===== src/mont_cfg.svh =====
`ifndef MONT_CFG_SVH
`define MONT_CFG_SVH

// operand width in bits, any even value
`define MONT_WIDTH 64

// one radix-4 digit per pipeline stage
`define MONT_DIGITS (`MONT_WIDTH / 2)

// feeder + digit stages + drain
`define MONT_LATENCY (`MONT_DIGITS + 2)

`endif


===== src/mont_pkg.sv =====
`default_nettype none

package mont_pkg;

    `include "mont_cfg.svh"

    // inputs, result, plain B and M
    typedef logic [`MONT_WIDTH-1:0] operand_t;

    // room for 3B, 3M and the accumulator (C < 2M)
    typedef logic [`MONT_WIDTH+1:0] ext_t;

    // adder width inside a stage, C + 3B + 3M < 8M
    typedef logic [`MONT_WIDTH+3:0] sum_t;

    // one radix-4 digit
    typedef logic [1:0] digit_t;

endpackage

`default_nettype wire


===== src/mont_final_sub.sv =====
`timescale 1ns/1ps
`default_nettype none

`include "mont_cfg.svh"

module mont_final_sub (
    input  logic               clk,
    input  logic               resetn,
    input  logic               in_valid,
    input  mont_pkg::ext_t     in_c,
    input  mont_pkg::ext_t     in_m,
    output mont_pkg::operand_t result,
    output logic               done
);

    import mont_pkg::*;

    sum_t diff;
    logic diff_neg;

    // extra top bits act as the borrow
    assign diff     = sum_t'(in_c) - sum_t'(in_m);
    assign diff_neg = diff[`MONT_WIDTH+3];

    always_ff @(posedge clk) begin
        if (!resetn) begin
            done <= 1'b0;
        end else begin
            done <= in_valid;
        end
    end

    // C < 2M, so one subtraction brings it below M
    always_ff @(posedge clk) begin
        if (in_valid) begin
            if (diff_neg) begin
                result <= in_c[`MONT_WIDTH-1:0];      // already reduced
            end else begin
                result <= diff[`MONT_WIDTH-1:0];
            end
        end
    end

endmodule

`default_nettype wire


===== config.mk =====
export PLATFORM = sky130hd
export DESIGN_NAME = mont_final_sub
export DESIGN_NICKNAME = d
export VERILOG_FILES = /design/src/mont_pkg.sv /design/src/mont_final_sub.sv
export VERILOG_INCLUDE_DIRS = /design/src /design/src/src
export SDC_FILE = /design/constraint.sdc
export NUM_CORES = 1
export LEC_CHECK = 0
export BUFFER_PORTS_ARGS = -buffer_cell sky130_fd_sc_hd__buf_2
export CORE_ASPECT_RATIO = 2
export CORE_MARGIN = 4
export CORE_UTILIZATION = 46
export CTS_BUF_LIST = sky130_fd_sc_hd__clkbuf_2 sky130_fd_sc_hd__clkbuf_4 sky130_fd_sc_hd__clkbuf_8
export DETAILED_ROUTE_END_ITERATION = 7
export PLACE_DENSITY = 0.72
export SETUP_SLACK_MARGIN = 0.02
export SLEW_MARGIN = 0
export SYNTH_ARGS = -nofsm -noshare
export SYNTH_HDL_FRONTEND = slang
export SYNTH_SLANG_ARGS = --single-unit

===== constraint.sdc =====
create_clock -name clk -period 7.4 [get_ports clk]
set_input_delay 2.22 -clock clk [delete_from_list [all_inputs] [get_ports clk]]
set_output_delay 2.22 -clock clk [all_outputs]
set_load 0.02 [all_outputs]

Yosys cells after proc, flatten, opt, wreduce, memory -nomap -nowiden. Index checks and enable logic that the tools add are counted.

Input bits: 135. Output and inout port bits: 65. Bits in registers: 65. Word-level logic and storage cells: 4.

Multiplexer cells: 1. Add/subtract/negate cells: 1.

Operator list (number): subtractor 66 x 66 -> 67 bit (1); two-way mux 64 bit (1).

Logic depth before layout (Yosys ltp).
Word-level depth: 2. Depth in mapped cells: 14. Depth with buffers taken out: 12.

Least setup slack after synthesis. No wires, ideal clock.

Path type: input-to-reg. From: input in_c[0]. To: register result[52], data pin. Buffers on the path: 0. Data arrival time: 4.716 ns. Path slack: 2.426 ns. Data required time: 7.142 ns. Stages on the path: 12. Setup time: 0.258 ns. Cell sequence: inv_1 > ha_1 > fa_1 > nand2b_1 > a21oi_2 > o211ai_2 > a2111o_1 > a211o_1 > a21boi_2 > o21ai_0 > a211o_1 > o221a_2.

Cells in the longest elaborated chain, start to end: 2.

RTL lines: start: declaration (line mont_final_sub.sv:10) `input mont_pkg::ext_t in_c,`; subtractor 66 x 66 -> 67 bit (line mont_final_sub.sv:22) `assign diff = sum_t'(in_c) - sum_t'(in_m);`; two-way mux 64 bit (line mont_final_sub.sv:36) `if (diff_neg) begin`; end signal: assignment (line mont_final_sub.sv:37) `` result <= in_c[`MONT_WIDTH-1:0]; ``; end signal: assignment (line mont_final_sub.sv:39) `` result <= diff[`MONT_WIDTH-1:0]; ``; end: declaration (line mont_final_sub.sv:12) `output mont_pkg::operand_t result,`.

No other way between the ends. A chain may end at the register's enable or synchronous reset.

Final worst setup path. Same ends and word-level chain as after synthesis.

==> metrics.md <==
| Metric | Value |
|---|---|
| Core area | about 0.014 sq mm |
| Min-Delay Path Class | input pin to register |
| Crit Path Class | input pin to register |
| # rows | 62 |
| Largest net degree at the start of global routing | between 60 and 70 |
| Max-Cap Viols | 0 |
| Max clock buf depth | 2 |
| Critical path, cell by cell | buf_2 > inv_1 > ha_1 > fa_1 > nand2b_1 > a21oi_2 > o211ai_2 > a31oi_1 > o21ai_2 > a211oi_2 > or2_2 > buf_4 > nand2_1 > o221a_2 |
| Worst setup SP type | input pin |
| Post-Synth XOR/XNOR Area | 0.06950 |
| Mux cell area share after synthesis | 0.003126 |
| Routed wire length | ~22000 microns |
| Tcrit/Tclk final | 0.7302 |
| Slew HR | 0.3034 |
| Vias in the first global route | 7168 |
| Post-synth EDFFs | 64 |
| Commonest non-fill, non-tap cell in the layout | buf_2 |
| Antenna viol nets, final | 0 |
| H-tree levels | 3 |
| Avg Inst Size Synth | approximately 8 sq um |
| Avg WL per Cell | approximately 18 microns |
| Tightest Pin Transition | 1.044 ns |
| CTS Hold Bufs | 0 |
| Setup TNS | 0 ns |
| Remaining global-route overflow | 0 |
| Ranking of synthesized cells by area | edfxtp_1 28%, ha_1 12%, a21oi_1 9.0% |
| Final hold violations | 0 |
| Worst-path fanout max | 57 |
| Worst Setup End Kind | register |
| Area share of and/or/nand/nor cells after synthesis | 0.1697 |
| First-pass DRT Iterations | 5 |
| Top-level I/O count | 200 |
| Design Power | around 1400 uW |
| Run status | complete, no violations |
| Slowest stage cell, crit path | buf_4 |
| Peak supply drop | 0.00008910 V |
| LEAKAGE | 0.003883 uW |
| CTS tree | built |
| Port Buf Inserts | between 150 and 200 |
| Compound-Gate Fraction of Synth Area | 0.2773 |
| Post-DR vias/cell | between 5 and 6 |
| Max frequency | 185.1 MHz |
| CTS resizes | 0 |
| Placed instance area | 0.007919 sq mm |
| Die ar. | about 0.017 sq mm |
| Final Critical Period | 5.403 ns |
| Clk pin slew, worst setup/hold paths | approximately 0.070 ns |
| Critical Path AT | around 5.5 ns |
| Commonest cells after routing, fill and taps aside | 199 x buf_2, 122 x a21oi_1, 91 x nor2_1 |
| DIE WIDTH | 94.01 microns |
| Synth warnings | 0 |
| Post-synthesis register bit count | 65 |
| Layout cell share with drive strength beyond 1 | 0.2420 |
| Die Y | roughly 180 microns |
| Total GRT Usage | 0.2625 |
| Mapped cell area | ~0.0068 sq mm |
| Root buffer cell | clkbuf_8 |
| Combinational family with the most area after synthesis | compound AO/OA/AOI/OAI gates |
| Critical Path End | result[52] |
| Critical path's largest stage delay | 0.48 ns |
| Remaining routing DRC violations | 0 |
| Net Count, Synth | around 1000 |
| Initial Util | 0.4716 |
| Main synth FF type | edfxtp_1 |
| Sequential element share of the synthesized area | 0.2853 |
| Unique masters post-synth | 74 |
| Yosys top cell by area | edfxtp_1 |
| Post-CTS setup buffer count | 0 |
| Area Overhead vs Synth | 19.12% |
| Power density cells | approximately 180 mW/mm^2 |
| Adder-cell share of the synthesized area | 0.1243 |
| Critical path data required time | approximately 7.5 ns |
| Asr flop ratio synth | 0 |
| Top-area cell type share of the netlist area | 0.2824 |
| Final setup violation count | 0 |
| DPL Wire Length | 18360 microns |
| Fin nets | 1230 |
| CTS sink count | 65 |
| First-pass GRT wire length | 34530 microns |
| Fill cells | around 1400 |
| Num CTS Buffers | 9 |
| Post-layout instance area | ~0.0081 sq mm |
| Critical Path Source | in_c[0] |
| Fin. max-slew vios | 0 |
| Initial antenna violation count | 1 |
| Post-Syn Instances | ~850 |
| RSZ-0062 raised after global routing | false |
| Final GP Congestion | a little under 1 |
| Via count | 6840 |
| Iter 0 DRT Violations | 304 |
## cells by family after synthesis
group / count (synthesis)
compound gates: 292
simple gates: 248
buf+inv: 119
fa+ha+maj: 67
flops: 65
xor+xnor: 54
mux: 2
## final cells by class
class	instances	area, sq um	share of cell area
Clock inverter	5	46.29	0.005711
Antenna cell	1	2.502	0.0003087
Tap cell	192	240.2	0.02963
Timing Repair Buffer	204	1033	0.1275
Inverter	85	319.1	0.03936
Multi-Input combinational cell	663	4384	0.5408
Clock buffer	11	138.9	0.01713
Sequential cell	65	1942	0.2395
## worst max-delay path: cells and delay by family
kind                       cells  cell delay (ns)
AOI/OAI and AO/OA              6             1.50
buffers and inverters          3             0.61
adders and majority gates      2             0.61
and+or+nand+nor                3             0.58
## per-layer routing
metal / track usage / wire (microns) / part of all wire
met5: 0 / 0 / 0
met3: 0.03594 / 878 / 0.040
met1: 0.2290 / 6893 / 0.31
met4: 0.1655 / 1388 / 0.063
met2: 0.5249 / 12810 / 0.58
## Yosys cell counts (3+ instances only)
| cell type | number |
|---|---|
| nand4_1 | 25 |
| edfxtp_1 | 64 |
| o21a_1 | 9 |
| and3_1 | 7 |
| o21ai_2 | 3 |
| a211oi_1 | 3 |
| ha_1 | 66 |
| a21oi_2 | 4 |
| a21o_1 | 30 |
| a31oi_1 | 9 |
| o211ai_1 | 4 |
| nand3_1 | 9 |
| a31o_2 | 4 |
| and2_1 | 11 |
| a221o_1 | 4 |
| o31ai_1 | 3 |
| o211a_1 | 3 |
| o21bai_1 | 14 |
| nor3_1 | 10 |
| xor2_1 | 24 |
| nor2_1 | 92 |
| buf_2 | 13 |
| a2111o_1 | 3 |
| clkbuf_1 | 17 |
| nand2b_1 | 6 |
| inv_1 | 85 |
| or2_2 | 3 |
| o221ai_1 | 3 |
| buf_4 | 3 |
| a21oi_1 | 122 |
| nand2_1 | 68 |
| a21boi_0 | 3 |
| o21ai_0 | 40 |
| o21ai_1 | 4 |
| xnor2_1 | 30 |
## worst min path at each step
stage | to | start | depth (start not counted) | slack, ns
after floorplan | result[0] | in_valid | 0 | 2.33
after global placement | done | resetn | 2 | 2.42
after detailed placement | done | resetn | 2 | 2.43
after CTS | done | resetn | 2 | 2.05
after global routing | done | resetn | 2 | 2.07
final | done | resetn | 2 | 2.06
## registers in the layout, summed over array words and instances, names as in the netlist
signal and flops:
result 64, done 1
## power by group
group	total, uW	internal (uW)	switching [uW]
sequential	490	475	15.6
clock	309	159	150
combinational	630	237	393
total	1430	871	558
## through the flow
stage               utilization  hold WS [ns]  cells  worst slack, ns
floorplan                     -         2.333    847            2.426
global placement         0.5488         2.425   1209            1.679
detailed placement       0.5488         2.430   1209            1.623
CTS                      0.5617         2.054   1225            1.995
global route             0.5618         2.068   1226            1.728
finish                   0.5618         2.065   1226            1.997
Power figures use the tool's default switching activity.
