===== src/mont_cfg.svh =====
`ifndef MONT_CFG_SVH
`define MONT_CFG_SVH

// operand width in bits, any even value
`define MONT_WIDTH 64

// one radix-4 digit per pipeline stage
`define MONT_DIGITS (`MONT_WIDTH / 2)

// feeder + digit stages + drain
`define MONT_LATENCY (`MONT_DIGITS + 2)

`endif


===== src/mont_pkg.sv =====
`default_nettype none

package mont_pkg;

    `include "mont_cfg.svh"

    // inputs, result, plain B and M
    typedef logic [`MONT_WIDTH-1:0] operand_t;

    // room for 3B, 3M and the accumulator (C < 2M)
    typedef logic [`MONT_WIDTH+1:0] ext_t;

    // adder width inside a stage, C + 3B + 3M < 8M
    typedef logic [`MONT_WIDTH+3:0] sum_t;

    // one radix-4 digit
    typedef logic [1:0] digit_t;

endpackage

`default_nettype wire


===== src/mont_digit_stage.sv =====
`timescale 1ns/1ps
`default_nettype none

`include "mont_cfg.svh"

module mont_digit_stage (
    input  logic               clk,
    input  logic               resetn,
    input  logic               in_valid,
    input  mont_pkg::operand_t in_a_rem,
    input  mont_pkg::ext_t     in_c,
    input  mont_pkg::ext_t     in_b1,
    input  mont_pkg::ext_t     in_b2,
    input  mont_pkg::ext_t     in_b3,
    input  mont_pkg::ext_t     in_m1,
    input  mont_pkg::ext_t     in_m2,
    input  mont_pkg::ext_t     in_m3,
    output logic               out_valid,
    output mont_pkg::operand_t out_a_rem,
    output mont_pkg::ext_t     out_c,
    output mont_pkg::ext_t     out_b1,
    output mont_pkg::ext_t     out_b2,
    output mont_pkg::ext_t     out_b3,
    output mont_pkg::ext_t     out_m1,
    output mont_pkg::ext_t     out_m2,
    output mont_pkg::ext_t     out_m3
);

    import mont_pkg::*;

    digit_t a_digit;
    digit_t q_digit;
    ext_t   b_sel;
    ext_t   m_sel;
    sum_t   sum_ab;
    sum_t   sum_abm;

    assign a_digit = in_a_rem[1:0];       // lowest unconsumed digit of A

    // a_i * B
    always_comb begin
        case (a_digit)
            2'd1:    b_sel = in_b1;
            2'd2:    b_sel = in_b2;
            2'd3:    b_sel = in_b3;
            default: b_sel = '0;
        endcase
    end

    assign sum_ab = sum_t'(in_c) + sum_t'(b_sel);

    // q = -sum * M^-1 mod 4, M is odd so M[1:0] is 01 or 11
    always_comb begin
        case ({sum_ab[1:0], in_m1[1:0]})
            4'b01_01, 4'b11_11: q_digit = 2'd3;
            4'b10_01, 4'b10_11: q_digit = 2'd2;
            4'b11_01, 4'b01_11: q_digit = 2'd1;
            default:            q_digit = 2'd0;
        endcase
    end

    // q * M
    always_comb begin
        case (q_digit)
            2'd1:    m_sel = in_m1;
            2'd2:    m_sel = in_m2;
            2'd3:    m_sel = in_m3;
            default: m_sel = '0;
        endcase
    end

    // low two bits are zero here by choice of q
    assign sum_abm = sum_ab + sum_t'(m_sel);

    always_ff @(posedge clk) begin
        if (!resetn) begin
            out_valid <= 1'b0;
        end else begin
            out_valid <= in_valid;
        end
    end

    always_ff @(posedge clk) begin
        out_a_rem <= in_a_rem >> 2;               // next digit moves down
        out_c     <= sum_abm[`MONT_WIDTH+3:2];    // divide by 4, result < 2M
        out_b1    <= in_b1;
        out_b2    <= in_b2;
        out_b3    <= in_b3;
        out_m1    <= in_m1;
        out_m2    <= in_m2;
        out_m3    <= in_m3;
    end

endmodule

`default_nettype wire


===== config.mk =====
export PLATFORM = sky130hd
export DESIGN_NAME = mont_digit_stage
export DESIGN_NICKNAME = d
export VERILOG_FILES = /design/src/mont_pkg.sv /design/src/mont_digit_stage.sv
export VERILOG_INCLUDE_DIRS = /design/src /design/src/src
export SDC_FILE = /design/constraint.sdc
export NUM_CORES = 1
export LEC_CHECK = 0
export ABC_CLOCK_PERIOD_IN_PS = 12400
export BUFFER_PORTS_ARGS = -buffer_cell sky130_fd_sc_hd__buf_2
export CAP_MARGIN = 40
export CORE_AREA = 2 2 407 409
export DETAILED_ROUTE_END_ITERATION = 10
export DIE_AREA = 0 0 409 411
export RECOVER_POWER = 50
export SYNTH_ARGS = -nofsm -noshare
export SYNTH_HDL_FRONTEND = slang
export SYNTH_SLANG_ARGS = --single-unit

===== constraint.sdc =====
create_clock -name clk -period 12.4 [get_ports clk]
set_input_delay 1.24 -clock clk [delete_from_list [all_inputs] [get_ports clk]]
set_output_delay 1.24 -clock clk [all_outputs]
set_load 0.02 [all_outputs]

# Word level (Yosys, flattened, before mapping)
# Index checks and enable logic that the tools add are counted.
[totals]
output_inout_bits = 527
inputBits = 529
reg_bits = 525
elab_cells = 29
[classes]
n_reduce_logical = 3
eq_ne = 12
addsub = 2
muxes = 3
[op_table]
columns = ["cell", "count"]
rows = [
  ["$pmux 66 s3", 2],
  ["$add 67x66->68", 1],
  ["$add 66x66->67", 1],
  ["$eq 4x4->1 const B", 4],
  ["$eq 2x2->1 const B", 4],
  ["$eq 4x3->1 const B", 2],
  ["$pmux 2 s3", 1],
  ["$reduce_or 2->1", 3],
  ["$eq 2x1->1 const B", 2],
]

# Depth between registers and ports, before layout
[logic_depth]
depth_word = 9
mapped_depth = 28
depth_no_buf = 26

# Least setup slack after synthesis
# OpenSTA, ideal clock, no wires.
[synth_timing]
kind = "input-to-reg"
start = "in in_a_rem[0]"
end = "reg out_c[64]"
stages = 26
n_path_buf = 4
arrival_time_ns = 6.830
slack_ns = 5.447
cell_sequence = "clkbuf_1 > clkbuf_1 > mux2_2 > a22o_1 > ha_1 > clkbuf_1 > a21o_1 > a211o_1 > a21o_1 > o221a_1 > a31o_2 > a31oi_1 > o21ai_2 > a21oi_1 > o21ai_0 > xor2_1 > ha_1 > clkbuf_1 > nand4_1 > or3_1 > or2_2 > o21a_2 > o221a_4 > a21oi_2 > a21oi_2 > xnor2_1"
[synth_between]
elab_chain_cells = 9
[synth_rtl]
columns = ["element", "line_no", "source"]
rows = [
  ["start, declared", "mont_digit_stage.sv:10", "input mont_pkg::operand_t in_a_rem,"],
  ["$eq 2x2->1 / $eq 2x1->1 (equally long branches)", "mont_digit_stage.sv:42", "case (a_digit)"],
  ["$pmux 66 s3 (*)", "mont_digit_stage.sv:42", ""],
  ["$add 66x66->67 (*)", "mont_digit_stage.sv:50", "assign sum_ab = sum_t'(in_c) + sum_t'(b_sel);"],
  ["$eq 4x4->1 / $eq 4x3->1 (equally long branches)", "mont_digit_stage.sv:54", "case ({sum_ab[1:0], in_m1[1:0]})"],
  ["$reduce_or 2->1", "mont_digit_stage.sv:54", ""],
  ["$pmux 2 s3", "mont_digit_stage.sv:54", ""],
  ["$eq 2x2->1 / $eq 2x1->1 (equally long branches)", "mont_digit_stage.sv:64", "case (q_digit)"],
  ["$pmux 66 s3", "mont_digit_stage.sv:64", ""],
  ["$add 67x66->68 (*)", "mont_digit_stage.sv:73", "assign sum_abm = sum_ab + sum_t'(m_sel);"],
  ["net sum_abm[66]", "mont_digit_stage.sv:36", "sum_t sum_abm;"],
  ["end signal, assigned", "mont_digit_stage.sv:85", "out_c <= sum_abm[`MONT_WIDTH+3:2];"],
  ["end, declared", "mont_digit_stage.sv:20", "output mont_pkg::ext_t out_c,"],
]
# Mark *: on every way through the listed nets, which the timed path passes. The rest lies on a longest branch.
# A chain may end at the register's enable or synchronous reset.

# Final worst setup path
# Same ends and word-level chain as after synthesis.

==> results.txt <==
post-CTS setup buffer count: 0
layout cells sized above 1: 31.65%
Worst Hold End: out_a_rem[13]$_DFF_P_
PwrDens: 201.1 nW/um^2
sw power: 2.323 mW
cts hold-fix bufs: 0
Clock power frac: 34.2%
port buffer count: 1053
XOR/XNOR Fraction of Synth Area: 5.297%
fill cell count: 18.36k
global-route usage over all layers: 15.64%
Hold Path Class: in2reg
Post-synth EDFFs: 0
TNS Setup: 0 ps
hold path startpoint: in_a_rem[15]
largest net degree at the start of global routing: 51
final setup margin: 4772 ps
run status: finished clean
# clock sinks: 525
largest family of logic cells by synthesized area: compound AO/OA/AOI/OAI gates
CTS H-tree lvls: 3
Avg WL per Cell: 26.36 um
Critical Path Start: in_a_rem[0]
post-route antenna net violation count: 0
Pre-Repair DR Iteration Count: 9
Synth Instances: 1905
Final Max Slew Viols: 0
DR vias: 20.30k
Initial Utilization: 12.51%
Yosys reg bits: 525
Period minus WS final: 7628 ps
P&R area growth vs syn: 47.58%
Max-slew headroom: 31.57%
ys async rst share: 0%
Hold Fails Final Rpt: 0
Total Die Area: 168100 um^2
Synth Area in Adders: 8.091%
Comb power frac: 33.9%
antenna violations before repair: 86
Post-Route WL: 137800 um
syn_area_per_cell: 10.76 um^2
CP endpoint kind: flop
Syn Std Cell Area: 20500 um^2
GR Overflow Total: 0
Critical Path Source Type: input port
CTS root buffer: clkbuf_16
cts bufs inserted: 68
hpwl dp: 119300 um
arrival time worst endpoint: 8170 ps
worst hold stages: 1
top_reg_cell synth: dfxtp_1
peak fanout along the critical path: 49
vias in the first global route: 19.92k
Cell variety after synth: 95
DP Area: 28320 um^2
Core Region: 163900 um^2
first-pass GRT wire length: 177600 um
vias per cell: 3.884
Die H: 411 um
most frequent cells in the layout: 705 x buf_2, 525 x dfxtp_1, 359 x clkbuf_1
Tot Pwr: 6.087 mW
Slew @ Worst Pin: 1026 ps
boundary pin count: 1056
Flop pwr share: 31.9%
worst vdd ir: 0.09702 mV
Chip Width: 409 um
Seq/Total Area, Yosys: 51.26%
leakage power: 13.67 nW
Int Power: 3.764 mW
endpoints failing setup: 0
switching part of the total: 38.16%
simple-gate share of the synthesized area: 8.049%
Compound-Gate Fraction of Synth Area: 20.48%
clk buf depth: 3
Placement Rows: 149
WS Path Type: in2reg
DRC: 0
pre-CTS setup slack: 4088 ps
mux contribution to synthesized area: 3.625%
post-CTS sizing: 0
max cap viols: 0
setup repair after global routing missed its margin: no
Worst EP required: 12940 ps
Util after Layout: 18.47%
nets@finish: 3622
fmax: 131.1 MHz
CTS tree: yes
Final Cell Area: 30260 um^2
Iter 0 DRT Violations: 1787
Yosys warnings: 0
period utilisation layout: 61.52%
Routability Congestion: 0.9579
Clock Pin Slew Worst Setup and Hold Paths: 60 ps
most common cell after layout, fill and taps aside: buf_2
==> cell type report <==
cell class	instances	area [um^2]	area share, %
Timing Repair Buffer	1064	4921	16.26
Inverter	90	337.8	1.116
Tap cell	2189	2739	9.051
Clock inverter	31	359.1	1.187
Multi-Input combinational cell	1212	9375	30.98
Clock buffer	92	1957	6.467
Antenna cell	25	62.56	0.2067
Sequential cell	525	10510	34.73
==> flip-flops by register name, summed over array words and instances, names as in the netlist <==
name       count
out_a_rem     62
out_valid      1
out_m1        66
out_b3        66
out_m2        66
out_c         66
out_m3        66
out_b2        66
out_b1        66
==> routing by layer <==
metal	wire length, um	track usage, %	vias up
met1	57170	19.25	9868
li1	-	-	9121
met2	61310	24.27	1047
met3	15280	7.107	204
met5	413	0	-
met4	3654	4.753	64
==> cells by family after synthesis <==
| logic type | Yosys count |
|---|---|
| buf+inv | 169 |
| compound gates | 566 |
| xor+xnor | 124 |
| flops | 525 |
| simple gates | 322 |
| other cells | 1 |
| fa+ha+maj | 132 |
| mux | 66 |
==> worst max-delay path, stage by stage <==
cell	delay, ps
buf_4	300
nor2b_4	540
buf_4	600
a22o_1	250
ha_1	310
nand4_1	160
nor2_1	100
a41oi_1	240
o211ai_1	190
o221a_1	260
a31o_2	260
a31oi_1	560
o21ai_2	230
a21oi_1	300
o21ai_0	170
xor2_1	170
ha_1	430
nand4_1	140
or3_1	400
or2_2	300
o21a_2	240
o221a_4	270
a21oi_2	190
a21oi_2	90
xnor2_1	130
==> stage by stage <==
| stage | hold WS (ps) | std cells |
|---|---|---|
| 6_report | 673.0 | 5228 |
| 5_1_grt | 603.4 | 5213 |
| 2_1_floorplan | 1268 | 1906 |
| 3_3_place_gp | 1343 | 5077 |
| 4_1_cts | 574.1 | 5203 |
| 3_5_place_dp | 1344 | 5080 |
==> Yosys cell counts, drive strengths merged (4+ instances only) <==
master	count	share of area, %
mux2	66	3.6
o221a	4	0.26
nor3	18	0.49
dfxtp	525	51
nor2b	19	0.58
nand3	22	0.54
a21oi	144	3.7
o21bai	10	0.37
a211o	4	0.17
o211ai	12	0.46
a221o	5	0.24
buf	11	0.27
xnor2	69	2.9
inv	90	1.6
o31ai	8	0.34
clkbuf	68	1.3
a22o	66	2.8
a21o	76	2.8
nor4	9	0.37
nand2	89	1.6
o21ai	78	2.0
nor2	78	1.4
a21boi	6	0.24
xor2	55	2.3
a31oi	14	0.43
a31o	5	0.21
a211oi	10	0.52
or2	5	0.15
a311oi	6	0.32
and3	15	0.46
ha	131	8.0
or3	5	0.18
nand4	29	1.0
nand2b	11	0.34
a222oi	64	3.1
o21a	28	1.0
and2	12	0.38
==> worst max path at each step <==
stage / cells past startpoint / end / slack [ps]
5_1_grt: 25 / out_c[63]$_DFF_P_ / 4520
3_5_place_dp: 23 / out_c[62]$_DFF_P_ / 4090
2_1_floorplan: 26 / out_c[64]$_DFF_P_ / 5450
6_report: 25 / out_c[64]$_DFF_P_ / 4770
4_1_cts: 23 / out_c[62]$_DFF_P_ / 4800
3_3_place_gp: 23 / out_c[60]$_DFF_P_ / 3890
==> power groups by stage <==
stage / Sequential [mW] / Combinational [mW] / Clock [mW]
2_1_floorplan: 2.22 / 0.916 / 0
4_1_cts: 1.95 / 2.11 / 2.16
5_1_grt: 1.96 / 2.23 / 2.22
6_report: 1.94 / 2.06 / 2.08
3_3_place_gp: 1.98 / 2.09 / 0
3_5_place_dp: 1.98 / 2.10 / 0
No activity file was read; power rests on OpenSTA's default activity.
