==> config.mk <==
export PLATFORM = sky130hd
export DESIGN_NAME = mont_multiple_gen
export DESIGN_NICKNAME = d
export VERILOG_FILES = /design/src/mont_pkg.sv /design/src/mont_multiple_gen.sv
export VERILOG_INCLUDE_DIRS = /design/src /design/src/src
export SDC_FILE = /design/constraint.sdc
export NUM_CORES = 1
export LEC_CHECK = 0
export ABC_AREA = 1
export BUFFER_PORTS_ARGS = -buffer_cell sky130_fd_sc_hd__buf_4
export CAP_MARGIN = 20
export CELL_PAD_IN_SITES_DETAIL_PLACEMENT = 1
export CELL_PAD_IN_SITES_GLOBAL_PLACEMENT = 1
export CORE_MARGIN = 4
export CORE_UTILIZATION = 38
export DETAILED_ROUTE_END_ITERATION = 10
export PLACE_DENSITY = 0.79
export SLEW_MARGIN = 20
export SYNTH_ARGS = -nofsm -noshare
export SYNTH_HDL_FRONTEND = slang
export SYNTH_SLANG_ARGS = --single-unit
==> constraint.sdc <==
create_clock -name clk -period 2.1 [get_ports clk]
set_input_delay 0.21 -clock clk [delete_from_list [all_inputs] [get_ports clk]]
set_output_delay 0.21 -clock clk [all_outputs]
set_load 0.005 [all_outputs]
==> src/mont_cfg.svh <==
`ifndef MONT_CFG_SVH
`define MONT_CFG_SVH

// operand width in bits, any even value
`define MONT_WIDTH 64

// one radix-4 digit per pipeline stage
`define MONT_DIGITS (`MONT_WIDTH / 2)

// feeder + digit stages + drain
`define MONT_LATENCY (`MONT_DIGITS + 2)

`endif

==> src/mont_pkg.sv <==
`default_nettype none

package mont_pkg;

    `include "mont_cfg.svh"

    // inputs, result, plain B and M
    typedef logic [`MONT_WIDTH-1:0] operand_t;

    // room for 3B, 3M and the accumulator (C < 2M)
    typedef logic [`MONT_WIDTH+1:0] ext_t;

    // adder width inside a stage, C + 3B + 3M < 8M
    typedef logic [`MONT_WIDTH+3:0] sum_t;

    // one radix-4 digit
    typedef logic [1:0] digit_t;

endpackage

`default_nettype wire

==> src/mont_multiple_gen.sv <==
`timescale 1ns/1ps
`default_nettype none

module mont_multiple_gen (
    input  logic               clk,
    input  logic               resetn,
    input  logic               start,
    input  mont_pkg::operand_t a,
    input  mont_pkg::operand_t b,
    input  mont_pkg::operand_t m,
    output logic               valid,
    output mont_pkg::operand_t a_rem,
    output mont_pkg::ext_t     b1,
    output mont_pkg::ext_t     b2,
    output mont_pkg::ext_t     b3,
    output mont_pkg::ext_t     m1,
    output mont_pkg::ext_t     m2,
    output mont_pkg::ext_t     m3
);

    import mont_pkg::*;

    ext_t b_x1;
    ext_t b_x2;
    ext_t b_x3;
    ext_t m_x1;
    ext_t m_x2;
    ext_t m_x3;

    // widen first so the doubles and triples keep their carries
    assign b_x1 = ext_t'(b);
    assign m_x1 = ext_t'(m);

    assign b_x2 = b_x1 << 1;          // 2B by wiring
    assign m_x2 = m_x1 << 1;          // 2M by wiring

    // one adder each for the triples
    assign b_x3 = b_x2 + b_x1;
    assign m_x3 = m_x2 + m_x1;

    always_ff @(posedge clk) begin
        if (!resetn) begin
            valid <= 1'b0;
        end else begin
            valid <= start;               // one op enters the pipe
        end
    end

    // operand capture, only on start
    always_ff @(posedge clk) begin
        if (start) begin
            a_rem <= a;
            b1    <= b_x1;
            b2    <= b_x2;
            b3    <= b_x3;
            m1    <= m_x1;
            m2    <= m_x2;
            m3    <= m_x3;
        end
    end

endmodule

`default_nettype wire

Word level (Yosys, flattened, before mapping)
Cells that the tools add are included.
{"block": "op_classes", "addsub": 2}
{"op": "$add 65x64->66", "n": 2}
{"block": "totals", "register_bits": 325, "inputBits": 195, "output_inout_bits": 461, "wordCells": 8}

Depth between registers and ports, before layout
Gate-level depths: netlist (run 1).
{"block": "logic_depth", "ltp_word": 1, "ltp_mapped": 14, "mapped_depth_nobuf": 14}

Least setup slack after synthesis (run 1)
No wires, ideal clock.
{"block": "synth_path", "path_type": "input to register", "start": "input port m[0]", "end": "register m3[61], data pin", "setup_ps": 252, "t_arrival_ps": 1626, "slack_ps": 221, "cell_stages": 14, "n_path_buf": 0, "cell_sequence": "ha_1 > fa_1 > nand3_1 > nand3_2 > nand2_1 > nand2_2 > nand2_1 > nand2_1 > nand2_1 > nand2_2 > nand2_1 > nand2_1 > nand2_1 > nand2_1"}
{"block": "synth_via", "elab_chain_cells": 1}
{"element": "from (decl)", "line": "mont_multiple_gen.sv:10", "text": "input mont_pkg::operand_t m,"}
{"element": "$add 65x64->66", "line": "mont_multiple_gen.sv:39", "text": "assign m_x3 = m_x2 + m_x1;"}
{"element": "named net m_x3[61]", "line": "mont_multiple_gen.sv:28", "text": "ext_t m_x3;"}
{"element": "to (signal assigned)", "line": "mont_multiple_gen.sv:58", "text": "m3 <= m_x3;"}
{"element": "to (decl)", "line": "mont_multiple_gen.sv:18", "text": "output mont_pkg::ext_t m3"}
The timed path passes the listed nets, and every way through them passes these cells.
A chain may end at the register's enable or synchronous reset.

Worst setup path in the final report (run 1)
{"block": "layout_path", "start": "input port b[44]", "end": "register b3[52], data pin"}
{"block": "layout_via", "elab_chain_cells": 1}
{"element": "from (decl)", "line": "mont_multiple_gen.sv:9", "text": "input mont_pkg::operand_t b,"}
{"element": "$add 65x64->66", "line": "mont_multiple_gen.sv:38", "text": "assign b_x3 = b_x2 + b_x1;"}
{"element": "named net b_x3[52]", "line": "mont_multiple_gen.sv:25", "text": "ext_t b_x3;"}
{"element": "to (signal assigned)", "line": "mont_multiple_gen.sv:55", "text": "b3 <= b_x3;"}
{"element": "to (decl)", "line": "mont_multiple_gen.sv:15", "text": "output mont_pkg::ext_t b3,"}
The timed path passes the listed nets, and every way through them passes these cells.

==> flow_metrics.py, run 1 <==
metrics = {
    "status": {
        "run_status": "complete, but fails checks",
        "violations": "setup timing",
    },
    "timing": {
        "hold_viol": 0,
        "fmax_ghz": 0.452,
        "setup_viol": 9,
        "finalWorstPathRequiredPeriod_ns": 2.21,
        "rsz0062_at_grt": "true",
        "finalCritPeriodShare_pct": 105,
        "setup_tns_ns": -0.347,
        "fin_ws_ns": -0.115,
        "slew_violations": 0,
        "timing.hold.ws_ns": 0.0213,
    },
    "pwr": {
        "ir_drop_uv": 517,
        "p_comb_share_pct": 31.1,
        "seqPwrFrac_pct": 36.0,
        "power_mw": 23.6,
        "pwr-share-clk_pct": 32.9,
        "p_int_mw": 15.6,
        "switching_power_mw": 8.01,
        "p_per_area_nw_per_um2": 696,
        "p_leak_nw": 17.6,
        "swShare_pct": 34.0,
    },
    "die": {
        "io_pins": 656,
        "core_um2": 59100,
        "rows": 89,
        "die_w_um": 252,
        "start_util_pct": 38.4,
        "die-area_um2": 63800,
        "die_h_um": 252,
    },
    "grt": {
        "globalRouteTotalUtil_pct": 31.5,
        "top_usage_layer": "met2",
        "grt_pass1_wl_um": 153000,
        "grt_use_met3_pct": 6.80,
        "grt_overflow": 0,
        "grt_use_met2_pct": 57.5,
        "antenna_found_initial": 6,
        "grt_max_degree": 71,
        "grt_pass1_vias": 25600,
        "grt_use_met1_pct": 34.4,
    },
    "worst_setup_path": {
        "worst_setup_path_end_kind": "register",
        "worstSetupPathType": "in2reg",
        "worst_ep_required_time_ns": 2.45,
        "crit_path_cell_trace": "dlygate4sd3_1 > buf_4 > ha_2 > nand2_1 > nor2_1 > nand2_1 > inv_1 > nand2_1 > nor2_1 > nand2_1 > nand4_1 > nand2_1",
        "cp-start-kind": "primary input",
        "cp_slowest_cell": "dlygate4sd3_1",
        "cpMostUsedCell": "nand2_1",
        "max_stage_delay_ns": 0.55,
        "arrival_ns": 2.56,
        "critPathMaxFanout": 4,
    },
    "route": {
        "via_count": 24900,
        "drcViolationCount": 0,
        "totalWireLength_um": 115000,
        "wl_per_cell_um": 23.6,
        "postRouteAntennaNets": 0,
        "drt_first_pass_iters": 5,
        "drtIter0Drc": 1690,
        "via_per_inst": 5.14,
    },
    "final_layout": {
        "nFillCells": 7195,
        "synthToLayoutAreaGrowth_pct": 49.1,
        "fin_area_um2": 33900,
        "nets": 4368,
        "drive_above_1_share_pct": 31.3,
    },
    "logic_synthesis": {
        "yosysSeqAreaShare_pct": 42.7,
        "yosys-top-cells-count": "nand2_1 (1198), inv_1 (632), edfxtp_1 (322), nor2_1 (189), buf_4 (138)",
        "syn_area_um2": 22700,
        "yosys-top-cells-area": "edfxtp_1 (43%), nand2_1 (20%), inv_1 (10%)",
        "ys.flop_type": "edfxtp_1",
        "synth_edf_count": 322,
        "synth_cell_type_count": 29,
        "synth.avg_cell_area_um2": 7.46,
        "ys_async_sr_fraction_pct": 0,
        "synth_top_area_share_pct": 42.6,
        "syn_inst": 3047,
        "synth-seq-cells": 323,
        "ys_warn_count": 0,
        "yosysMostFrequentCell": "nand2_1",
        "synth_top_cell_by_area": "edfxtp_1",
    },
    "clock_network": {
        "path_clk_slew_ns": 0.07,
        "clock_path_buffers": 3,
        "cts_root_buffer": "clkbuf_16",
        "cts_sinks": 323,
        "cts_tree": "built",
        "h-tree-depth": 2,
        "cts-buffers-inserted": 41,
    },
    "place": {
        "gp_congestion": 0.969,
        "hpwlAfterDp_um": 76100,
        "dp_slack_ns": -0.197,
        "dpl_cell_area_um2": 29300,
        "port_buffers": 647,
    },
    "hold_path": {
        "worstHoldPathType": "in2reg",
        "hold_depth": 1,
    },
    "flow_run": {
        "drv_cap": 0,
    },
}
[cell families (layout without fill, tap and decap cells)]
| kind of cell | count (synthesis) | count (layout) | synth area share [%] |
|---|---|---|---|
| AO/OA/AOI/OAI | 100 | 100 | 2.30 |
| XOR/XNOR | 62 | 62 | 2.39 |
| adder cells (fa/ha/maj) | 132 | 132 | 7.34 |
| buffers and inverters | 785 | 1802 | 15.3 |
| flip-flops | 323 | 323 | 42.7 |
| other | 1 | 13 | 0.0165 |
| AND/OR/NAND/NOR | 1644 | 1644 | 30.1 |
[layout make-up]
cell class	count	area [um^2]	area share, %
well taps	773	967	2.85
repair buffers	1082	8680	25.6
flip-flops and latches	323	9690	28.6
inverters	647	2430	7.17
clock inverters	25	315	0.931
diodes	5	12.5	0.0369
multi-input cells	1946	10700	31.7
clock buffers	48	1050	3.11
[layer usage]
| layer | up-vias | routed length [um] |
|---|---|---|
| li1 | 11200 | - |
| met1 | 12000 | 40300 |
| met2 | 1284 | 57400 |
| met3 | 444 | 8990 |
| met4 | 0 | 7770 |
| met5 | - | 0 |
[registers in the layout, summed over array words and instances (netlist names)]
name	count
a_rem	64
b3	66
valid	1
b2	63
m3	66
m1	63
[path summary, 6_finish.rpt]
| kind | startpoint | end | slack, ns |
|---|---|---|---|
| max | b[44] | b3[52]$_DFFE_PP_ | -0.11 |
| min | start | m1[62]$_DFFE_PP_ | 0.02 |
[layout by cell type (no fill, tap or decap), drive strengths merged, types with 6 or more instances in the layout]
master / Yosys / layout
clkbuf: 0 / 48
bufinv: 0 / 6
nor3: 28 / 28
inv: 643 / 648
nor2: 236 / 236
dlygate4sd3: 0 / 195
edfxtp: 322 / 322
nand3: 114 / 114
o21ai: 6 / 6
buf: 138 / 887
a21oi: 87 / 87
nand2: 1234 / 1234
clkinv: 4 / 13
ha: 130 / 130
nand4: 27 / 27
conb: 1 / 8
xor2: 62 / 62
[metrics by stage]
| step | std cells | utilization [%] |
|---|---|---|
| 3_3_place_gp | 4568 | 49.6 |
| 6_report | 4849 | 57.3 |
| 5_1_grt | 4849 | 57.3 |
| 4_1_cts | 4836 | 55.2 |
| 2_1_floorplan | 3054 | - |
| 3_5_place_dp | 4568 | 49.6 |
[power groups by stage]
stage / clock network, mW / registers, mW / logic, mW
2_1_floorplan: 0 / 8.42 / 2.74
3_3_place_gp: 0 / 8.47 / 6.04
3_5_place_dp: 0 / 8.50 / 6.20
4_1_cts: 7.64 / 8.39 / 6.57
5_1_grt: 8.06 / 8.51 / 7.81
6_report: 7.77 / 8.49 / 7.33
[worst max-delay path, delay by kind of cell]
kind / cells / cell delay, ns
buffers and inverters: 3 / 0.86
adder cells (fa/ha/maj): 1 / 0.39
AND/OR/NAND/NOR: 8 / 1.11
[repair_timing]
action,4_1_cts,5_1_grt
gates resized for setup,0,257
hold endpoints to repair,195,0
endpoints found under the setup margin,0,84
hold buffers,195,0
setup buffers,0,9
Power figures use the tool's default switching activity.
==> run 2: changes to the inputs <==
==> constraint.sdc (replaced) <==
create_clock -name clk -period 2.4 [get_ports clk]
set_input_delay 0.24 -clock clk [delete_from_list [all_inputs] [get_ports clk]]
set_output_delay 0.24 -clock clk [all_outputs]
set_load 0.005 [all_outputs]
==> run 2 against run 1 <==
Against the previous run:
- the flow now finishes without violations
- sequential power decreased by 13%
- power is 20% lower
- sequential share of layout area rose by 2.6 points
- design area fell by 8.3%
- die area stayed put
- utilization shrank 4.7 points
- flip-flop and latch count is the same
- via count decreased by 9.5%
- combinational power fell by 26%
- wire length shrank 14%
- non-clock buffer count fell by 206
- critical path type unchanged
==> flow_metrics.py, run 2 (same netlist as run 1, synthesis figures left out) <==
metrics = {
    "timing": {
        "tightest_slew_ns": 0.623,
        "hold_viol": 0,
        "timing.hold.ws_ns": 0.125,
        "slew_violations": 0,
        "finalWorstPathRequiredPeriod_ns": 2.38,
        "setup_tns_ns": 0,
        "setup_viol": 0,
        "fmax_ghz": 0.420,
        "relSlewSlack_pct": 57.9,
        "finalCritPeriodShare_pct": 99.2,
    },
    "worst_setup_path": {
        "cp_slowest_cell": "dlygate4sd3_1",
        "worstSetupPathType": "in2reg",
        "critPathMaxFanout": 4,
        "cpMostUsedCell": "nand2_1",
        "worst_ep_required_time_ns": 2.70,
        "max_stage_delay_ns": 0.54,
        "arrival_ns": 2.68,
        "crit_path_cell_trace": "dlygate4sd3_1 > buf_4 > ha_1 > nand2_1 > inv_1 > nand2_1 > nand2_1 > inv_1 > nand3_1 > nand3_1 > nand2_1 > nand2_1 > nand2_1 > nand2_1 > nand2_1",
        "worst_setup_path_end_kind": "register",
        "cp-start-kind": "primary input",
    },
    "route": {
        "drcViolationCount": 0,
        "drtIter0Drc": 1204,
        "drt_first_pass_iters": 5,
        "wl_per_cell_um": 21.3,
        "via_count": 22600,
        "totalWireLength_um": 98900,
        "via_per_inst": 4.87,
        "dr.max_layer_used": "met5",
        "wl_met1_um": 37900,
        "postRouteAntennaNets": 0,
        "wl_met2_um": 51800,
        "met3_length_um": 5150,
    },
    "place": {
        "hpwlAfterDp_um": 74400,
        "dp_cells": 4372,
        "port_buffers": 647,
        "gp_congestion": 0.934,
    },
    "die": {
        "die_w_um": 252,
        "start_util_pct": 38.4,
        "io_pins": 656,
        "core_um2": 59100,
        "die_h_um": 252,
        "rows": 89,
        "die-area_um2": 63800,
    },
    "clock_network": {
        "cts_tree": "built",
        "cts_sinks": 323,
        "cts_setup_buffers": 0,
        "cts_root_buffer": "clkbuf_16",
        "cts-buffers-inserted": 39,
        "h-tree-depth": 2,
        "clock_path_buffers": 3,
        "path_clk_slew_ns": 0.07,
    },
    "pwr": {
        "power_mw": 18.8,
        "p_comb_share_pct": 29.0,
        "p_int_mw": 12.5,
        "switching_power_mw": 6.30,
        "p_per_area_nw_per_um2": 605,
        "p_leak_nw": 16.5,
        "ir_drop_uv": 443,
        "seqPwrFrac_pct": 39.3,
        "swShare_pct": 33.5,
        "pwr-share-clk_pct": 31.8,
    },
    "final_layout": {
        "synthToLayoutAreaGrowth_pct": 36.8,
        "nFillCells": 7284,
        "fin_util_pct": 52.6,
        "multi_input_area_um2": 9670,
        "n_antenna_cell": 0,
        "final-seq-area_um2": 9690,
        "final_cell_mix": "nand2_1 (1191), buf_4 (678), inv_1 (632), edfxtp_1 (322), dlygate4sd3_1 (193)",
        "layout_commonest_cell": "nand2_1",
        "final_cell_count_no_fill": 4634,
        "drive_above_1_share_pct": 22.9,
        "top_regs": "b3 (66), m3 (66), a_rem (64)",
        "nets": 4160,
    },
    "grt": {
        "grt_max_degree": 58,
        "globalRouteTotalUtil_pct": 29.7,
        "grt_overflow": 0,
        "antenna_found_initial": 1,
        "grt_pass1_wl_um": 144000,
        "grt_pass1_vias": 23900,
    },
    "hold_path": {
        "min-delay-start": "start",
        "hold_depth": 1,
        "worstHoldPathType": "in2reg",
        "min_to": "m1[62]$_DFFE_PP_",
    },
    "flow_run": {
        "drv_cap": 0,
    },
    "status": {
        "run_status": "completed",
    },
}
## run 2: stage by stage
| step | worst slack (ns) | cell area, um^2 |
|---|---|---|
| 2_1_floorplan | 0.491 | 22700 |
| 3_3_place_gp | 0.0676 | 27900 |
| 3_5_place_dp | 0.0532 | 27900 |
| 4_1_cts | 0.0556 | 31000 |
| 5_1_grt | -0.0301 | 31100 |
| 6_report | 0.0199 | 31100 |
## run 2: power by group through the flow
stage / Clock, mW / Combinational [mW] / Sequential, mW
6_report: 5.98 / 5.45 / 7.39
5_1_grt: 6.30 / 5.89 / 7.42
4_1_cts: 5.94 / 5.32 / 7.34
3_5_place_dp: 0 / 5.01 / 7.44
3_3_place_gp: 0 / 4.88 / 7.42
2_1_floorplan: 0 / 2.40 / 7.37
## run 2: layout make-up
| cell class | count | share of cell area, % |
|---|---|---|
| timing repair buffer | 876 | 22.9 |
| clock buffer | 47 | 3.24 |
| tap | 773 | 3.11 |
| clock inverter | 22 | 0.644 |
| multi-input combinational | 1946 | 31.1 |
| sequential | 323 | 31.2 |
| inverter | 647 | 7.81 |
## run 2: per-layer routing
metal	global-route usage (%)	up-vias
met5	0	-
met4	11.4	2
met3	4.63	180
met2	56.0	745
met1	33.5	10800
li1	-	10800
## run 2: worst max-delay path by stage
stage | start | to | slack, ns | cells after the start
2_1_floorplan | m[0] | m3[61]$_DFFE_PP_ | 0.49 | 14
3_5_place_dp | m[8] | m3[42]$_DFFE_PP_ | 0.05 | 11
5_1_grt | m[4] | m3[60]$_DFFE_PP_ | -0.03 | 14
6_report | m[8] | m3[42]$_DFFE_PP_ | 0.02 | 15
4_1_cts | m[9] | m3[42]$_DFFE_PP_ | 0.06 | 12
3_3_place_gp | m[6] | m3[42]$_DFFE_PP_ | 0.07 | 11
## run 2: worst max-delay path, delay by kind of cell
kind	cells	cell delay, ns
adders and majority gates	1	0.39
buffers and inverters	4	0.85
and+or+nand+nor	10	1.20
## run 2: repair_timing
action,4_1_cts,5_1_grt
resized for setup,0,26
hold endpoints to repair,195,0
hold buffers,193,0
setup endpoints to repair,0,32
==> run 3: changes to the inputs <==
--- a/config.mk
+++ b/config.mk
@@ -11,10 +11,11 @@
 export CAP_MARGIN = 20
 export CELL_PAD_IN_SITES_DETAIL_PLACEMENT = 1
 export CELL_PAD_IN_SITES_GLOBAL_PLACEMENT = 1
+export CORE_ASPECT_RATIO = 1.1
 export CORE_MARGIN = 4
-export CORE_UTILIZATION = 38
+export CORE_UTILIZATION = 34
 export DETAILED_ROUTE_END_ITERATION = 10
-export PLACE_DENSITY = 0.79
+export PLACE_DENSITY = 0.74
 export SLEW_MARGIN = 20
 export SYNTH_ARGS = -nofsm -noshare
 export SYNTH_HDL_FRONTEND = slang
==> constraint.sdc (replaced) <==
create_clock -name clk -period 2.1 [get_ports clk]
set_input_delay 0.21 -clock clk [delete_from_list [all_inputs] [get_ports clk]]
set_output_delay 0.21 -clock clk [all_outputs]
set_load 0.005 [all_outputs]
==> run 3 against run 2 <==
Against the previous run:
- the flow now finishes with violations (setup timing)
- wire length grew 2.8%
- utilization is 1.1 points lower
- hold slack got worse by 0.093 ns
- die area grew 11%
- highest routed layer unchanged
- first-iteration DRC count shrank 14%
- flip-flop and latch count unchanged
- combinational power rose by 31%
- critical path type unchanged
- largest power group unchanged
- critical endpoint is now m3[64]$_DFFE_PP_
- clock power up 15%
- power up 19%
==> flow_metrics.py, run 3 (same netlist as run 1, synthesis figures left out) <==
metrics = {
    "status": {
        "run_status": "complete, but fails checks",
        "violations": "setup timing",
    },
    "worst_setup_path": {
        "arrival_ns": 2.43,
        "crit_family": "buffers and inverters",
        "worstSetupPathType": "in2reg",
        "cp_slowest_cell": "dlygate4sd3_1",
        "cpMostUsedCell": "nand2_1",
        "cp.buffers_inverters": 4,
        "critPathMaxFanout": 5,
        "worst_setup_path_end_kind": "register",
        "worst_ep_required_time_ns": 2.42,
        "crit_path_cell_trace": "dlygate4sd3_1 > buf_4 > ha_1 > buf_4 > nand2_1 > inv_1 > nand3_1 > nor2_1 > nor2_1 > nand2_1 > a21oi_2 > nand2_1 > nand2_1 > nand2_1",
        "cp-start-kind": "primary input",
        "max_stage_delay_ns": 0.58,
    },
    "grt": {
        "grt_use_met1_pct": 29.4,
        "grt_max_degree": 65,
        "grt_overflow": 0,
        "grt_use_met2_pct": 50.6,
        "grt_pass1_wl_um": 143000,
        "top_usage_layer": "met2",
        "antenna_found_initial": 8,
        "grt_use_met3_pct": 4.42,
        "grt_pass1_vias": 24000,
        "globalRouteTotalUtil_pct": 26.3,
    },
    "clock_network": {
        "h-tree-depth": 2,
        "cts-buffers-inserted": 38,
        "cts_root_buffer": "clkbuf_16",
        "cts_sinks": 323,
        "clock_path_buffers": 3,
        "cts_tree": "built",
        "path_clk_slew_ns": 0.06,
    },
    "timing": {
        "fmax_ghz": 0.473,
        "fin_ws_ns": -0.0121,
        "finalCritPeriodShare_pct": 101,
        "rsz0062_at_grt": "true",
        "slew_violations": 0,
        "hold_viol": 0,
        "setup_viol": 1,
        "timing.hold.ws_ns": 0.0317,
        "finalWorstPathRequiredPeriod_ns": 2.11,
        "setup_tns_ns": -0.0121,
    },
    "place": {
        "hpwlAfterDp_um": 77800,
        "dp_slack_ns": -0.284,
        "gp_congestion": 0.921,
        "port_buffers": 647,
        "dpl_cell_area_um2": 29400,
    },
    "pwr": {
        "swShare_pct": 32.6,
        "p_per_area_nw_per_um2": 659,
        "p_comb_share_pct": 31.8,
        "p_leak_nw": 17.6,
        "seqPwrFrac_pct": 37.6,
        "p_int_mw": 15.1,
        "ir_drop_uv": 508,
        "pwr-share-clk_pct": 30.7,
        "switching_power_mw": 7.33,
    },
    "final_layout": {
        "fin_util_pct": 51.5,
        "drive_above_1_share_pct": 31.8,
        "nets": 4368,
        "final_cell_mix": "nand2_1 (1139), buf_4 (886), inv_1 (632), edfxtp_1 (322), dlygate4sd3_1 (195)",
        "layout_commonest_cell": "nand2_1",
        "top_regs": "b3 (66), m3 (66), a_rem (64)",
        "nFillCells": 8102,
        "synthToLayoutAreaGrowth_pct": 50.1,
        "fin_area_um2": 34100,
    },
    "route": {
        "via_per_inst": 4.72,
        "wl_per_cell_um": 20.6,
        "postRouteAntennaNets": 0,
        "totalWireLength_um": 102000,
        "via_count": 23300,
        "drcViolationCount": 0,
        "drt_first_pass_iters": 6,
        "drtIter0Drc": 1033,
    },
    "die": {
        "core_um2": 66300,
        "die_h_um": 279,
        "rows": 99,
        "die_w_um": 254,
        "start_util_pct": 34.3,
        "io_pins": 656,
        "die-area_um2": 71000,
    },
    "flow_run": {
        "drv_cap": 0,
    },
    "hold_path": {
        "worstHoldPathType": "in2reg",
    },
}
==> run 3: cell types whose count changed in the layout (fill, tap and decap cells not counted), moves of 13 or more <==
cell,change
buf_4,+208
ha_1,-63
nand2_1,-52
ha_4,+50
nor2_1,-44
nand2_2,+40
a21oi_1,-32
a21oi_2,+32
nor2_2,+24
nor2_4,+20
ha_2,+13
==> run 3: layout make-up <==
type                    count  area [um^2]  share of cell area [%]
multi-input cells        1946        11000                    32.1
diodes                      6         15.0                  0.0440
clock buffers              49         1030                    3.03
flip-flops and latches    323         9690                    28.4
repair buffers           1085         8680                    25.4
inverters                 647         2430                    7.12
well taps                 858         1070                    3.15
clock inverters            21          221                   0.649
==> run 3: final timing paths <==
kind,startpoint,to,slack (ns),depth (start not counted)
hold / removal,b[63],b2[64]$_DFFE_PP_,0.03,2
setup / recovery,m[59],m3[64]$_DFFE_PP_,-0.01,14
==> run 3: power groups by stage <==
| stage | Combinational (mW) | Clock, mW | Sequential [mW] |
|---|---|---|---|
| 2_1_floorplan | 2.74 | 0 | 8.42 |
| 3_3_place_gp | 6.11 | 0 | 8.51 |
| 5_1_grt | 7.74 | 7.31 | 8.48 |
| 6_report | 7.13 | 6.89 | 8.44 |
| 4_1_cts | 6.59 | 7.00 | 8.41 |
| 3_5_place_dp | 6.25 | 0 | 8.53 |
==> run 3: per-stage QoR <==
stage | total power, mW | instances
after floorplan | 11.2 | 3054
after global placement | 14.6 | 4655
after detailed placement | 14.8 | 4655
after CTS | 22.0 | 4920
after global routing | 23.5 | 4932
final | 22.5 | 4935
==> run 3: metal layers <==
layer	vias up	part of all wire, %
li1	11200	-
met1	11200	38
met2	706	53
met3	164	5.6
met4	2	3.6
met5	-	0.0079
==> run 3: what timing repair did <==
action	in CTS	in global routing
setup endpoints to repair	0	85
endpoints found under the hold margin	195	1
resized for setup	0	291
hold buffers	195	1
buffers inserted	0	9
